### config.mk
export PLATFORM = sky130hd
export DESIGN_NAME = yuv_to_rgb_top
export DESIGN_NICKNAME = d
export VERILOG_FILES = /design/src/design/yuv_pkg.sv /design/src/design/yuv_to_rgb_top.sv /design/src/design/colour_convert.sv /design/src/design/chroma_interp.sv /design/src/design/chroma_window.sv /design/src/design/skid_buffer.sv
export SDC_FILE = /design/constraint.sdc
export NUM_CORES = 2
export LEC_CHECK = 0
export BUFFER_PORTS_ARGS = -buffer_cell sky130_fd_sc_hd__buf_2
export CORE_ASPECT_RATIO = 1.2
export CORE_MARGIN = 2
export CORE_UTILIZATION = 27
export DETAILED_ROUTE_END_ITERATION = 10
export GPL_TIMING_DRIVEN = 0
export PLACE_DENSITY = 0.44
export SLEW_MARGIN = 20
export SYNTH_ARGS = -nofsm -noshare
export SYNTH_HDL_FRONTEND = slang
export SYNTH_SLANG_ARGS = --single-unit
### constraint.sdc
create_clock -name CLOCK_50_I -period 31 [get_ports CLOCK_50_I]
set_input_delay 6.2 -clock CLOCK_50_I [delete_from_list [all_inputs] [get_ports CLOCK_50_I]]
set_output_delay 6.2 -clock CLOCK_50_I [all_outputs]
set_load 0.01 [all_outputs]
### src/design/yuv_pkg.sv
//~~~~~~~~~~~~~~~~~~~~~~~~~~~~~~~~~~~~~~~~~~~~~~~~~~~~~~~~~~~~
// YUV 4:2:2 to RGB shared definitions
//~~~~~~~~~~~~~~~~~~~~~~~~~~~~~~~~~~~~~~~~~~~~~~~~~~~~~~~~~~~~

package yuv_pkg;

	localparam int PIX_W      = 8;
	localparam int NUM_CHROMA = 2;  // 0 is U, 1 is V
	localparam int WIN_TAPS   = 6;

	typedef logic [PIX_W-1:0] pix_t;

	// One input beat, two pixels sharing one U and one V
	typedef struct packed {
		pix_t y_even;
		pix_t y_odd;
		pix_t u;
		pix_t v;
	} yuv_pair_t;

	// Tap 0 is pair k-2, tap 5 is pair k+3
	typedef pix_t [WIN_TAPS-1:0] chroma_win_t;

	typedef struct packed {
		pix_t                         y_even;
		pix_t                         y_odd;
		chroma_win_t [NUM_CHROMA-1:0] win;
		logic                         last_in_row;
	} win_beat_t;

	typedef struct packed {
		pix_t even;
		pix_t odd;
	} chroma_pair_t;

	typedef struct packed {
		pix_t r;
		pix_t g;
		pix_t b;
	} rgb_t;

	typedef struct packed {
		rgb_t rgb_even;
		rgb_t rgb_odd;
	} rgb_pair_t;

	// Six-tap half-sample filter
	localparam int TAP_OUTER = 21;
	localparam int TAP_MID   = 52;
	localparam int TAP_INNER = 159;
	localparam int FIR_ROUND = 128;
	localparam int FIR_SHIFT = 8;

	// Fixed-point colour matrix, 16 fractional bits
	localparam int COEF_Y    = 76284;
	localparam int COEF_RV   = 104595;
	localparam int COEF_GU   = 25624;
	localparam int COEF_GV   = 53281;
	localparam int COEF_BU   = 132251;
	localparam int Y_OFFSET  = 16;
	localparam int C_OFFSET  = 128;
	localparam int CSC_SHIFT = 16;

	// Saturate to one sample
	function automatic pix_t clip_pix(input int val);
		if (val < 0) begin
			return '0;
		end else if (val > 255) begin
			return pix_t'(255);
		end
		return pix_t'(val);
	endfunction

endpackage
### src/design/yuv_to_rgb_top.sv
//~~~~~~~~~~~~~~~~~~~~~~~~~~~~~~~~~~~~~~~~~~~~~~~~~~~~~~~~~~~~
// YUV 4:2:2 to RGB streaming top level
//~~~~~~~~~~~~~~~~~~~~~~~~~~~~~~~~~~~~~~~~~~~~~~~~~~~~~~~~~~~~

module yuv_to_rgb_top #(
	parameter int ROW_PAIRS = 160
) (
	input  logic               CLOCK_50_I,
	input  logic               resetn,
	input  yuv_pkg::yuv_pair_t in_data,
	input  logic               in_valid,
	output logic               in_ready,
	output yuv_pkg::rgb_pair_t out_data,
	output logic               out_valid,
	input  logic               out_ready
);

	import yuv_pkg::*;

	yuv_pair_t                     buf_data;
	logic                          buf_valid;
	logic                          buf_ready;
	win_beat_t                     win_data;
	logic                          win_valid;
	chroma_pair_t [NUM_CHROMA-1:0] chroma;
	rgb_pair_t                     rgb_data;
	logic                          rgb_valid;
	logic                          rgb_ready;
	logic                          advance;

	skid_buffer #(.T(yuv_pair_t)) in_buf (
		.CLOCK_50_I(CLOCK_50_I),
		.resetn(resetn),
		.in_data(in_data),
		.in_valid(in_valid),
		.in_ready(in_ready),
		.out_data(buf_data),
		.out_valid(buf_valid),
		.out_ready(buf_ready)
	);

	chroma_window #(.ROW_PAIRS(ROW_PAIRS)) chroma_window_i (
		.CLOCK_50_I(CLOCK_50_I),
		.resetn(resetn),
		.in_data(buf_data),
		.in_valid(buf_valid),
		.in_ready(buf_ready),
		.advance(advance),
		.win_data(win_data),
		.win_valid(win_valid)
	);

	// One interpolator per chroma channel
	for (genvar i = 0; i < NUM_CHROMA; i++) begin : g_interp
		chroma_interp chroma_interp_i (
			.CLOCK_50_I(CLOCK_50_I),
			.resetn(resetn),
			.advance(advance),
			.win(win_data.win[i]),
			.chroma(chroma[i])
		);
	end

	colour_convert colour_convert_i (
		.CLOCK_50_I(CLOCK_50_I),
		.resetn(resetn),
		.win_data(win_data),
		.win_valid(win_valid),
		.chroma(chroma),
		.advance(advance),
		.rgb_data(rgb_data),
		.rgb_valid(rgb_valid),
		.rgb_ready(rgb_ready)
	);

	skid_buffer #(.T(rgb_pair_t)) out_buf (
		.CLOCK_50_I(CLOCK_50_I),
		.resetn(resetn),
		.in_data(rgb_data),
		.in_valid(rgb_valid),
		.in_ready(rgb_ready),
		.out_data(out_data),
		.out_valid(out_valid),
		.out_ready(out_ready)
	);

endmodule

### src/design/colour_convert.sv
//~~~~~~~~~~~~~~~~~~~~~~~~~~~~~~~~~~~~~~~~~~~~~~~~~~~~~~~~~~~~
// YUV to RGB colour converter
//~~~~~~~~~~~~~~~~~~~~~~~~~~~~~~~~~~~~~~~~~~~~~~~~~~~~~~~~~~~~

module colour_convert (
	input  logic                                          CLOCK_50_I,
	input  logic                                          resetn,
	input  yuv_pkg::win_beat_t                            win_data,
	input  logic                                          win_valid,
	input  yuv_pkg::chroma_pair_t [yuv_pkg::NUM_CHROMA-1:0] chroma,
	output logic                                          advance,
	output yuv_pkg::rgb_pair_t                            rgb_data,
	output logic                                          rgb_valid,
	input  logic                                          rgb_ready
);

	import yuv_pkg::*;

	typedef logic signed [31:0] acc_t;

	typedef struct packed {
		acc_t y;
		acc_t rv;
		acc_t gu;
		acc_t gv;
		acc_t bu;
	} csc_prod_t;

	logic                  v1;
	logic                  v2;
	logic                  v3;
	pix_t [1:0]            y1;   // Index 0 is the even pixel
	pix_t [1:0]            y2;
	pix_t [NUM_CHROMA-1:0] cen1; // Window centre taps, two stages like the interpolators
	pix_t [NUM_CHROMA-1:0] cen2;
	csc_prod_t [1:0]       prod;

	function automatic csc_prod_t csc_products(input pix_t y, input pix_t u, input pix_t v);
		csc_prod_t p;
		acc_t      yo;
		acc_t      uo;
		acc_t      vo;
		yo   = acc_t'(y) - Y_OFFSET;
		uo   = acc_t'(u) - C_OFFSET;
		vo   = acc_t'(v) - C_OFFSET;
		p.y  = yo * COEF_Y;
		p.rv = vo * COEF_RV;
		p.gu = uo * COEF_GU;
		p.gv = vo * COEF_GV;
		p.bu = uo * COEF_BU;
		return p;
	endfunction

	function automatic rgb_t csc_rgb(input csc_prod_t p);
		rgb_t c;
		c.r = clip_pix(int'((p.y + p.rv) >>> CSC_SHIFT));
		c.g = clip_pix(int'((p.y - p.gu - p.gv) >>> CSC_SHIFT));
		c.b = clip_pix(int'((p.y + p.bu) >>> CSC_SHIFT));
		return c;
	endfunction

	// Whole pipeline moves together and an empty last stage absorbs a bubble
	assign advance = rgb_ready | ~rgb_valid;

	always_ff @(posedge CLOCK_50_I or negedge resetn) begin
		if (!resetn) begin
			v1        <= 1'b0;
			v2        <= 1'b0;
			v3        <= 1'b0;
			rgb_valid <= 1'b0;
		end else if (advance) begin
			v1        <= win_valid;  // Matches interpolator latency
			v2        <= v1;
			v3        <= v2;
			rgb_valid <= v3;
		end
	end

	always_ff @(posedge CLOCK_50_I) begin
		if (advance) begin
			y1   <= {win_data.y_odd, win_data.y_even};
			y2   <= y1;
			cen1 <= {win_data.win[1][2], win_data.win[0][2]};
			cen2 <= cen1;
			// Stage 3
			prod[0] <= csc_products(y2[0], chroma[0].even, chroma[1].even);
			prod[1] <= csc_products(y2[1], chroma[0].odd, chroma[1].odd);
			// Stage 4
			rgb_data.rgb_even <= csc_rgb(prod[0]);
			rgb_data.rgb_odd  <= csc_rgb(prod[1]);
		end
	end

	// Chroma taken into stage 3 belongs to the window that carried the valid
	a_chroma_aligned: assert property (@(posedge CLOCK_50_I) disable iff (!resetn)
		v2 |-> chroma[0].even == cen2[0] && chroma[1].even == cen2[1]);

endmodule

### src/design/chroma_interp.sv
//~~~~~~~~~~~~~~~~~~~~~~~~~~~~~~~~~~~~~~~~~~~~~~~~~~~~~~~~~~~~
// Six-tap chroma interpolator
//~~~~~~~~~~~~~~~~~~~~~~~~~~~~~~~~~~~~~~~~~~~~~~~~~~~~~~~~~~~~

module chroma_interp (
	input  logic                  CLOCK_50_I,
	input  logic                  resetn,
	input  logic                  advance,
	input  yuv_pkg::chroma_win_t  win,
	output yuv_pkg::chroma_pair_t chroma
);

	import yuv_pkg::*;

	logic [PIX_W:0] sum_outer;
	logic [PIX_W:0] sum_mid;
	logic [PIX_W:0] sum_inner;
	int             prod_outer;
	int             prod_mid;
	int             prod_inner;
	pix_t           centre_q;
	int             acc;

	// Filter is symmetric about the half-sample point
	assign sum_outer = {1'b0, win[0]} + {1'b0, win[5]};
	assign sum_mid   = {1'b0, win[1]} + {1'b0, win[4]};
	assign sum_inner = {1'b0, win[2]} + {1'b0, win[3]};

	assign acc = prod_inner - prod_mid + prod_outer + FIR_ROUND;

	always_ff @(posedge CLOCK_50_I or negedge resetn) begin
		if (!resetn) begin
			prod_outer <= 0;
			prod_mid   <= 0;
			prod_inner <= 0;
			centre_q   <= '0;
			chroma     <= '0;
		end else if (advance) begin
			// Stage 1
			prod_outer <= TAP_OUTER * int'(sum_outer);
			prod_mid   <= TAP_MID * int'(sum_mid);
			prod_inner <= TAP_INNER * int'(sum_inner);
			centre_q   <= win[2];
			// Stage 2
			chroma.even <= centre_q;            // Co-sited sample passes through
			chroma.odd  <= clip_pix(acc >>> FIR_SHIFT);  // Negative lobe clips to 0
		end
	end

endmodule

### src/design/chroma_window.sv
//~~~~~~~~~~~~~~~~~~~~~~~~~~~~~~~~~~~~~~~~~~~~~~~~~~~~~~~~~~~~
// Chroma tap window with row edge handling
//~~~~~~~~~~~~~~~~~~~~~~~~~~~~~~~~~~~~~~~~~~~~~~~~~~~~~~~~~~~~

module chroma_window #(
	parameter int ROW_PAIRS = 160
) (
	input  logic               CLOCK_50_I,
	input  logic               resetn,
	input  yuv_pkg::yuv_pair_t in_data,
	input  logic               in_valid,
	output logic               in_ready,
	input  logic               advance,
	output yuv_pkg::win_beat_t win_data,
	output logic               win_valid
);

	import yuv_pkg::*;

	localparam int CNT_W = (ROW_PAIRS > 1) ? $clog2(ROW_PAIRS) : 1;
	localparam int LEAD  = 3;  // Look-ahead pairs, also flush length

	logic [CNT_W-1:0]             pair_cnt;
	logic                         flushing;
	logic [1:0]                   flush_cnt;
	logic                         last_q;
	logic                         accept;
	logic                         step;
	logic                         emit;
	logic                         row_end;
	logic                         flush_end;
	pix_t [NUM_CHROMA-1:0]        new_c;
	chroma_win_t [NUM_CHROMA-1:0] taps;
	pix_t [LEAD:0]                ye_dl;
	pix_t [LEAD:0]                yo_dl;

	assign new_c     = {in_data.v, in_data.u};
	assign in_ready  = advance & ~flushing;
	assign accept    = in_valid & in_ready;
	assign step      = accept | (flushing & advance);
	assign row_end   = (pair_cnt == CNT_W'(ROW_PAIRS - 1));
	assign flush_end = (flush_cnt == 2'(LEAD - 1));
	assign emit      = flushing | (pair_cnt >= CNT_W'(LEAD));  // First pairs only fill taps

	always_ff @(posedge CLOCK_50_I or negedge resetn) begin
		if (!resetn) begin
			pair_cnt  <= '0;
			flushing  <= 1'b0;
			flush_cnt <= '0;
			win_valid <= 1'b0;
			last_q    <= 1'b0;
		end else if (advance) begin
			win_valid <= step & emit;
			last_q    <= flushing & flush_end;
			if (accept) begin
				if (row_end) begin
					pair_cnt <= '0;
					flushing <= 1'b1;
				end else begin
					pair_cnt <= pair_cnt + 1'b1;
				end
			end
			if (flushing) begin
				if (flush_end) begin
					flushing  <= 1'b0;
					flush_cnt <= '0;
				end else begin
					flush_cnt <= flush_cnt + 2'd1;
				end
			end
		end
	end

	always_ff @(posedge CLOCK_50_I) begin
		if (step) begin
			for (int c = 0; c < NUM_CHROMA; c++) begin
				if (accept && pair_cnt == '0) begin
					taps[c] <= {WIN_TAPS{new_c[c]}};  // Replicate first sample
				end else if (accept) begin
					taps[c] <= {new_c[c], taps[c][WIN_TAPS-1:1]};
				end else begin
					taps[c] <= {taps[c][WIN_TAPS-1], taps[c][WIN_TAPS-1:1]};
				end
			end
			ye_dl <= {accept ? in_data.y_even : ye_dl[LEAD], ye_dl[LEAD:1]};
			yo_dl <= {accept ? in_data.y_odd : yo_dl[LEAD], yo_dl[LEAD:1]};
		end
	end

	always_comb begin
		win_data.y_even      = ye_dl[0];
		win_data.y_odd       = yo_dl[0];
		win_data.win         = taps;
		win_data.last_in_row = last_q;
	end

	// Next row may not start until the flush has pushed out three windows
	a_flush_blocks: assert property (@(posedge CLOCK_50_I) disable iff (!resetn)
		accept && row_end |=> !in_ready ##1 !in_ready ##1 !in_ready);

endmodule

### src/design/skid_buffer.sv
//~~~~~~~~~~~~~~~~~~~~~~~~~~~~~~~~~~~~~~~~~~~~~~~~~~~~~~~~~~~~
// Two-entry valid/ready skid buffer
//~~~~~~~~~~~~~~~~~~~~~~~~~~~~~~~~~~~~~~~~~~~~~~~~~~~~~~~~~~~~

module skid_buffer #(
	parameter type T = yuv_pkg::pix_t
) (
	input  logic CLOCK_50_I,
	input  logic resetn,
	input  T     in_data,
	input  logic in_valid,
	output logic in_ready,
	output T     out_data,
	output logic out_valid,
	input  logic out_ready
);

	T           skid_data;
	logic       skid_valid;
	logic       in_fire;
	logic       load_main;
	logic [1:0] held;  // Beats taken in and not yet handed on

	assign in_ready  = ~skid_valid;          // Straight from a flop
	assign in_fire   = in_valid & in_ready;
	assign load_main = out_ready | ~out_valid;  // Main entry free or draining

	always_ff @(posedge CLOCK_50_I or negedge resetn) begin
		if (!resetn) begin
			out_valid  <= 1'b0;
			skid_valid <= 1'b0;
		end else if (load_main) begin
			out_valid  <= skid_valid | in_fire;
			skid_valid <= 1'b0;
		end else if (in_fire) begin
			skid_valid <= 1'b1;  // Main entry stalled so the beat parks here
		end
	end

	always_ff @(posedge CLOCK_50_I) begin
		if (load_main) begin
			out_data <= skid_valid ? skid_data : in_data;
		end
		if (in_fire && !load_main) begin
			skid_data <= in_data;
		end
	end

	always_ff @(posedge CLOCK_50_I or negedge resetn) begin
		if (!resetn) begin
			held <= '0;
		end else begin
			held <= held + 2'(in_fire) - 2'(out_valid & out_ready);
		end
	end

	// Every accepted beat sits in exactly one entry until it leaves
	a_no_loss: assert property (@(posedge CLOCK_50_I) disable iff (!resetn)
		held == 2'(out_valid) + 2'(skid_valid));

	// A refused beat waits upstream unchanged
	a_in_stable: assert property (@(posedge CLOCK_50_I) disable iff (!resetn)
		in_valid && !in_ready |=> in_valid && $stable(in_data));

endmodule

Yosys cells after proc, flatten, opt, wreduce, memory -nomap -nowiden --
Cells that the tools add are included.
Storage, ports and cells: input port bits 36, register bits after elaboration 966, output and inout bits 50, word-level logic and storage cells 243
Cells by class: reduce and logical (&&, ||, !) cells 13, multiply operators 16, magnitude comparators 17, multiplexer cells 64, bitwise logic cells 19, add/subtract/negate cells 28, equal/unequal tests 2
Operator list (count):
- 2-to-1 mux 48 bit | 5
- 2-to-1 mux 8 bit | 25
- adder 32 bit | 6
- subtractor 32 bit | 6
- > comparator 16 x 9 -> 1 bit (second input constant) | 6
- less-than comparator 16 x 1 -> 1 bit (second input constant) | 6
- adder 32 x 9 -> 32 bit (second input constant) | 2
- multiplier 32 x 13 -> 29 bit (second input constant) | 2
- multiplier 32 x 16 -> 30 bit (second input constant) | 2
- multiplier 32 x 17 -> 32 bit (second input constant) | 2
- multiplier 32 x 18 -> 32 bit (second input constant) | 2
- multiplier 32 x 19 -> 32 bit (second input constant) | 2
- adder 8 x 8 -> 9 bit | 6
- > comparator 24 x 9 -> 1 bit (second input constant) | 2
- less-than comparator 24 x 1 -> 1 bit (second input constant) | 2
- subtractor 8 x 8 -> 9 bit (second input constant) | 4
- multiplier 8 x 9 -> 17 bit (first input constant) | 2
- 2-to-1 mux 1 bit | 32
- 2-to-1 mux 32 bit | 1
- multiplier 5 x 9 -> 14 bit (first input constant) | 2
- multiplier 4 x 9 -> 13 bit (first input constant) | 2
- subtractor 8 x 5 -> 9 bit (second input constant) | 2
- adder 8 x 1 -> 8 bit (second input constant) | 1
- == test 8 bit (second input constant) | 1
- other kinds (12) | 36

Depth between registers and ports, before layout --
depth in word-level cells 8, depth in mapped cells 25, gate-level depth less buffers 25

Hierarchy --
A second synthesis with hierarchy kept.
Unflattened totals: cell total of the unflattened synthesis 5482, area, all modules 64535.6 um^2
Modules (own cells, without submodules):
- colour_convert | area an instance 36725.2 um^2, cells each 3413, times used 1, seq. area each 10039.6 um^2
- chroma_interp at g_interp[0].chroma_interp_i | area an instance 7418.4 um^2, cells each 738, times used 1, seq. area each 1701.6 um^2
- chroma_interp at g_interp[1].chroma_interp_i | area an instance 7412.1 um^2, cells each 730, times used 1, seq. area each 1701.6 um^2
- chroma_window | area an instance 6666.4 um^2, cells each 335, times used 1, seq. area each 5129.9 um^2
- skid_buffer at out_buf | area an instance 3784.9 um^2, cells each 158, times used 1, seq. area each 2932.8 um^2
- skid_buffer at in_buf | area an instance 2528.7 um^2, cells each 108, times used 1, seq. area each 1971.9 um^2

Worst setup path after synthesis --
Ideal clock, no wire load.
path type register -> register, start register out_buf.skid_valid, end register colour_convert_i.prod[0] in the netlist's numbering (enable), data required time 30.107 ns, stages on the path, launching flop included 7, path buffers 4, library setup time 0.893 ns, period minus slack after synthesis 12.499 ns, arrival 11.606 ns, slack 18.501 ns, cells stage by stage dfrtp_1 clkbuf_1 and2_1 clkbuf_1 inv_1 clkbuf_1 clkbuf_1
On the way: longest elaborated chain between the ends 2
RTL lines:
- start: declaration | RTL line skid_buffer.sv:19 | logic skid_valid;
- start signal: assignment | RTL line skid_buffer.sv:31 | skid_valid <= 1'b0;
- start signal: assignment | RTL line skid_buffer.sv:34 | skid_valid <= 1'b0;
- start signal: assignment | RTL line skid_buffer.sv:36 | skid_valid <= 1'b1;
- NOT 1 bit | RTL line skid_buffer.sv:24 | assign in_ready = ~skid_valid;
- OR 1 bit | RTL line colour_convert.sv:63 | assign advance = rgb_ready | ~rgb_valid;
- named net advance | RTL line yuv_to_rgb_top.sv:29 | logic advance;
- end: declaration | RTL line colour_convert.sv:36 | csc_prod_t [1:0] prod;
The timed path passes the listed nets, and every way through them passes these cells. A chain may end at the register's enable or synchronous reset.

Worst setup path in the final report --
start register in_buf.skid_valid, end output in_ready
On the way: longest elaborated chain between the ends 1
RTL lines:
- start: declaration | RTL line skid_buffer.sv:19
- start signal: assignment | RTL line skid_buffer.sv:31
- start signal: assignment | RTL line skid_buffer.sv:34
- start signal: assignment | RTL line skid_buffer.sv:36
- NOT 1 bit | RTL line skid_buffer.sv:24
- end: declaration | RTL line yuv_to_rgb_top.sv:12 | output logic in_ready,
No other way between the ends.

==> flow_summary_export.csv <==
group,metric,value,unit
sta,setup_tns,0,ps
clocking,cts_root_buf,"clkbuf_16",
status,status,"finished, final reports clean",
placed_design,placed_area,0.0711,mm2
sta,clock.fmax,117,MHz
setup_path,crit_top_cell,"clkbuf_1",
clocking,cts_buffer_depth,3,
detailed_routing,drtIter0Drc,1881,
clocking,numCtsBuffers,106,
sta,tightest_slew,1100,ps
synth,synthDistinctLibCells,82,
grt,antenna_found_initial,4,
setup_path,cp_cell_sequence,"clkbuf_1 > clkbuf_1 > inv_1 > buf_2",
grt,grt_pass1_wl,251,mm
synth,synth.most_common_cell,"ha_1",
setup_path,reg2reg_depth,21,
layout,drive_above_1_share,7.05,%
clocking,clock-sinks,856,
setup_path,crit_buf_inv,4,
floorplan,die_h,546,um
floorplan,die_area,0.249,mm2
setup_path,crit_type,"flop to primary output",
synth,avgSynthCellArea,11.2,um2
clocking,cts_hold_buf,0,
sta,clock_skew,29.1,ps
setup_path,endpoint_kind,"primary output",
grt,track_usage,12.8,%
min_path,hold_path.startpoint,"chroma_window_i.ye_dl[9]",
detailed_routing,via_count,42179,
setup_path,cp_max_fo,10,
sta,fin_crit_sh,27.5,%
min_path,min_to,"chroma_window_i.win_data[106]",
placed_design,io_buffers,85,
sta,min_period,8520,ps
layout,finalNetCount,7715,
clocking,cts_max_level,3,
setup_path,r2r-start,"g_interp[1].chroma_interp_i.chroma[7]",
floorplan,coreArea,0.243,mm2
setup_path,cp.required,24800,ps
synth,synth_commonest_cells,"ha_1, inv_1, edfxtp_1",
floorplan,start_util,27.2,%
setup_path,cp_slowest_stage_delay,700,ps
detailed_routing,wirelength,159,mm
layout,final_area,0.0749,mm2
synth,synth_area_leaders,"edfxtp_1, ha_1, fa_1",
detailed_routing,drt_pass1_iterations,5,
clocking,cts_tree,"yes",
clocking,cts_setup_buffers,0,
placed_design,place_congestion,0.820,
clocking,clk_latency,750,ps
layout,area_growth,13.4,%
sta,drv_slew,0,
sta,rsz0062_at_grt,"false",
synth,async_flop_share,18.2,%
synth,synth_nets,7492,
setup_path,startpoint_type,"flop",
synth,synth-edff-count,700,
synth,synth_area,0.0661,mm2
job,cap_viol_max_count,0,
floorplan,io_pins,86,
floorplan,die_w,456,um
synth,yosys_warnings,0,
synth,ys.flop_type,"edfxtp_1",
grt,grt_overflow_total,0,
min_path,hp-class,"flop to flop",
setup_path,ff2ff_setup_slack,23310,ps
detailed_routing,avgViaCountPerCell,4.47,
synth,synthCells,5917,
sta,setup_viol,0,
detailed_routing,drc,0,
placed_design,place_hpwl,129,mm
clocking,clk_pin_slew,60,ps
sta,final_hold_viol_count,0,
min_path,whs_path_depth,0,
setup_path,rr_endpoint,"colour_convert_i.prod[287]",
detailed_routing,postRouteAntennaNets,0,
grt,grt_pass1_vias,43736,
detailed_routing,wire_per_inst,16.9,um
sta,slew_headroom,26.4,%
grt,grt_max_degree,84,
clocking,cts_resized,0,
synth,yosys.area.top_type_share,31.8,%
synth,yosysTopAreaCell,"edfxtp_1",
setup_path,path_delay_family,"buffers and inverters",
floorplan,rows,198,
synth,synth_seq_cells,856,
setup_path,critPathSlowestCell,"clkbuf_1",
setup_path,critical_path_arrival,2320,ps
synth,yosysSeqAreaShare,37.7,%
[sequential cells by signal, indices dropped and copies added, names as in the netlist, 2 cells and up]
register                             count
chroma_window_i.pair_cnt                 8
out_buf.skid_data                       48
out_buf.out_data                        48
colour_convert_i.prod                  300
g_interp.chroma_interp_i.chroma         32
chroma_window_i.ye_dl                   24
colour_convert_i.y2                     16
in_buf.out_data                         32
g_interp.chroma_interp_i.prod_outer     28
g_interp.chroma_interp_i.prod_inner     34
chroma_window_i.win_data               112
g_interp.chroma_interp_i.centre_q       16
chroma_window_i.flush_cnt                2
colour_convert_i.y1                     16
g_interp.chroma_interp_i.prod_mid       26
chroma_window_i.yo_dl                   24
colour_convert_i.rgb_data               48
in_buf.skid_data                        32
[cell families after synthesis]
kind of cell | count (synthesis) | synth area share [%]
compound gates | 1048 | 10.3
xor+xnor | 322 | 4.27
fa+ha+maj | 1539 | 33.1
buf+inv | 969 | 5.51
flops | 856 | 37.7
mux | 88 | 1.50
simple gates | 1095 | 7.65
[worst reg2reg max path, cell delays in order, from the launching register on]
cell	delay [ps]
dfrtp_1	670
clkbuf_1	870
inv_2	580
ha_1	450
inv_1	220
ha_1	310
inv_1	90
fa_1	450
fa_1	550
inv_1	40
ha_1	280
ha_1	330
a21o_1	170
a21oi_1	260
o21ai_0	190
nand4_1	190
a21oi_1	140
o41ai_1	550
a21oi_1	180
o21ai_0	430
nand2b_1	150
a211oi_1	390
[metal layers]
layer  part of all wire [%]  routed length, um  vias up  track usage (%)
met5                      0                  0        -                0
met4                    2.2               3440        0             3.39
met3                    2.7               4260      150             1.46
met2                     49              77300      423             22.4
met1                     47              73900    20395             16.8
li1                       -                  -    21211                -
[area by class of cell]
type | instances | area, um2
Inverter | 905 | 3400
Multi-Input combinational cell | 4092 | 37600
Buffer | 64 | 246
Antenna cell | 2 | 5.00
Sequential cell | 856 | 24900
Tap cell | 3200 | 4000
Clock buffer | 123 | 2820
Fill cell | 24866 | 168000
Clock inverter | 76 | 1000
Timing Repair Buffer | 115 | 962
[worst max path at each step]
stage               depth (start not counted)                             to                                   from
finish                                      4                       in_ready                      in_buf.skid_valid
global route                                4                       in_ready                      in_buf.skid_valid
CTS                                        21     colour_convert_i.prod[287]  g_interp[1].chroma_interp_i.chroma[7]
detailed placement                         21     colour_convert_i.prod[287]  g_interp[1].chroma_interp_i.chroma[7]
global placement                            6  colour_convert_i.rgb_data[17]                     out_buf.skid_valid
floorplan                                   6       colour_convert_i.prod[0]                     out_buf.skid_valid
[through the flow]
step / cells / hold WS, ps / setup slack (ps) / utilization, %
5_1_grt: 9432 / 408 / 22310 / 30.9
3_5_place_dp: 9232 / 405 / 22200 / 29.3
2_1_floorplan: 5917 / 400 / 18500 / -
6_report: 9433 / 402 / 22480 / 30.9
4_1_cts: 9431 / 395 / 22180 / 30.9
3_3_place_gp: 9202 / 406 / 11330 / 29.0
[placed cells by master, fill, tap and decap left out, types with 54 or more instances in the layout]
cell / Yosys / routed
nor2_1: 229 / 228
nor2b_1: 54 / 54
inv_1: 902 / 902
buf_2: 0 / 85
clkbuf_16: 0 / 110
edfxtp_1: 700 / 700
xnor2_1: 234 / 230
a21oi_1: 355 / 355
clkbuf_1: 49 / 58
o21bai_1: 87 / 87
dfrtp_1: 156 / 156
o21ai_0: 184 / 183
xor2_1: 88 / 88
nand3_1: 55 / 55
ha_1: 1195 / 1195
nand2_1: 455 / 455
fa_1: 344 / 344
mux2_2: 81 / 81
nor3_1: 76 / 76
a21o_1: 98 / 98
Power is left out: the tool's default activity adds up to more than one toggle a clock period on the data nets, which glitch-free logic cannot reach.
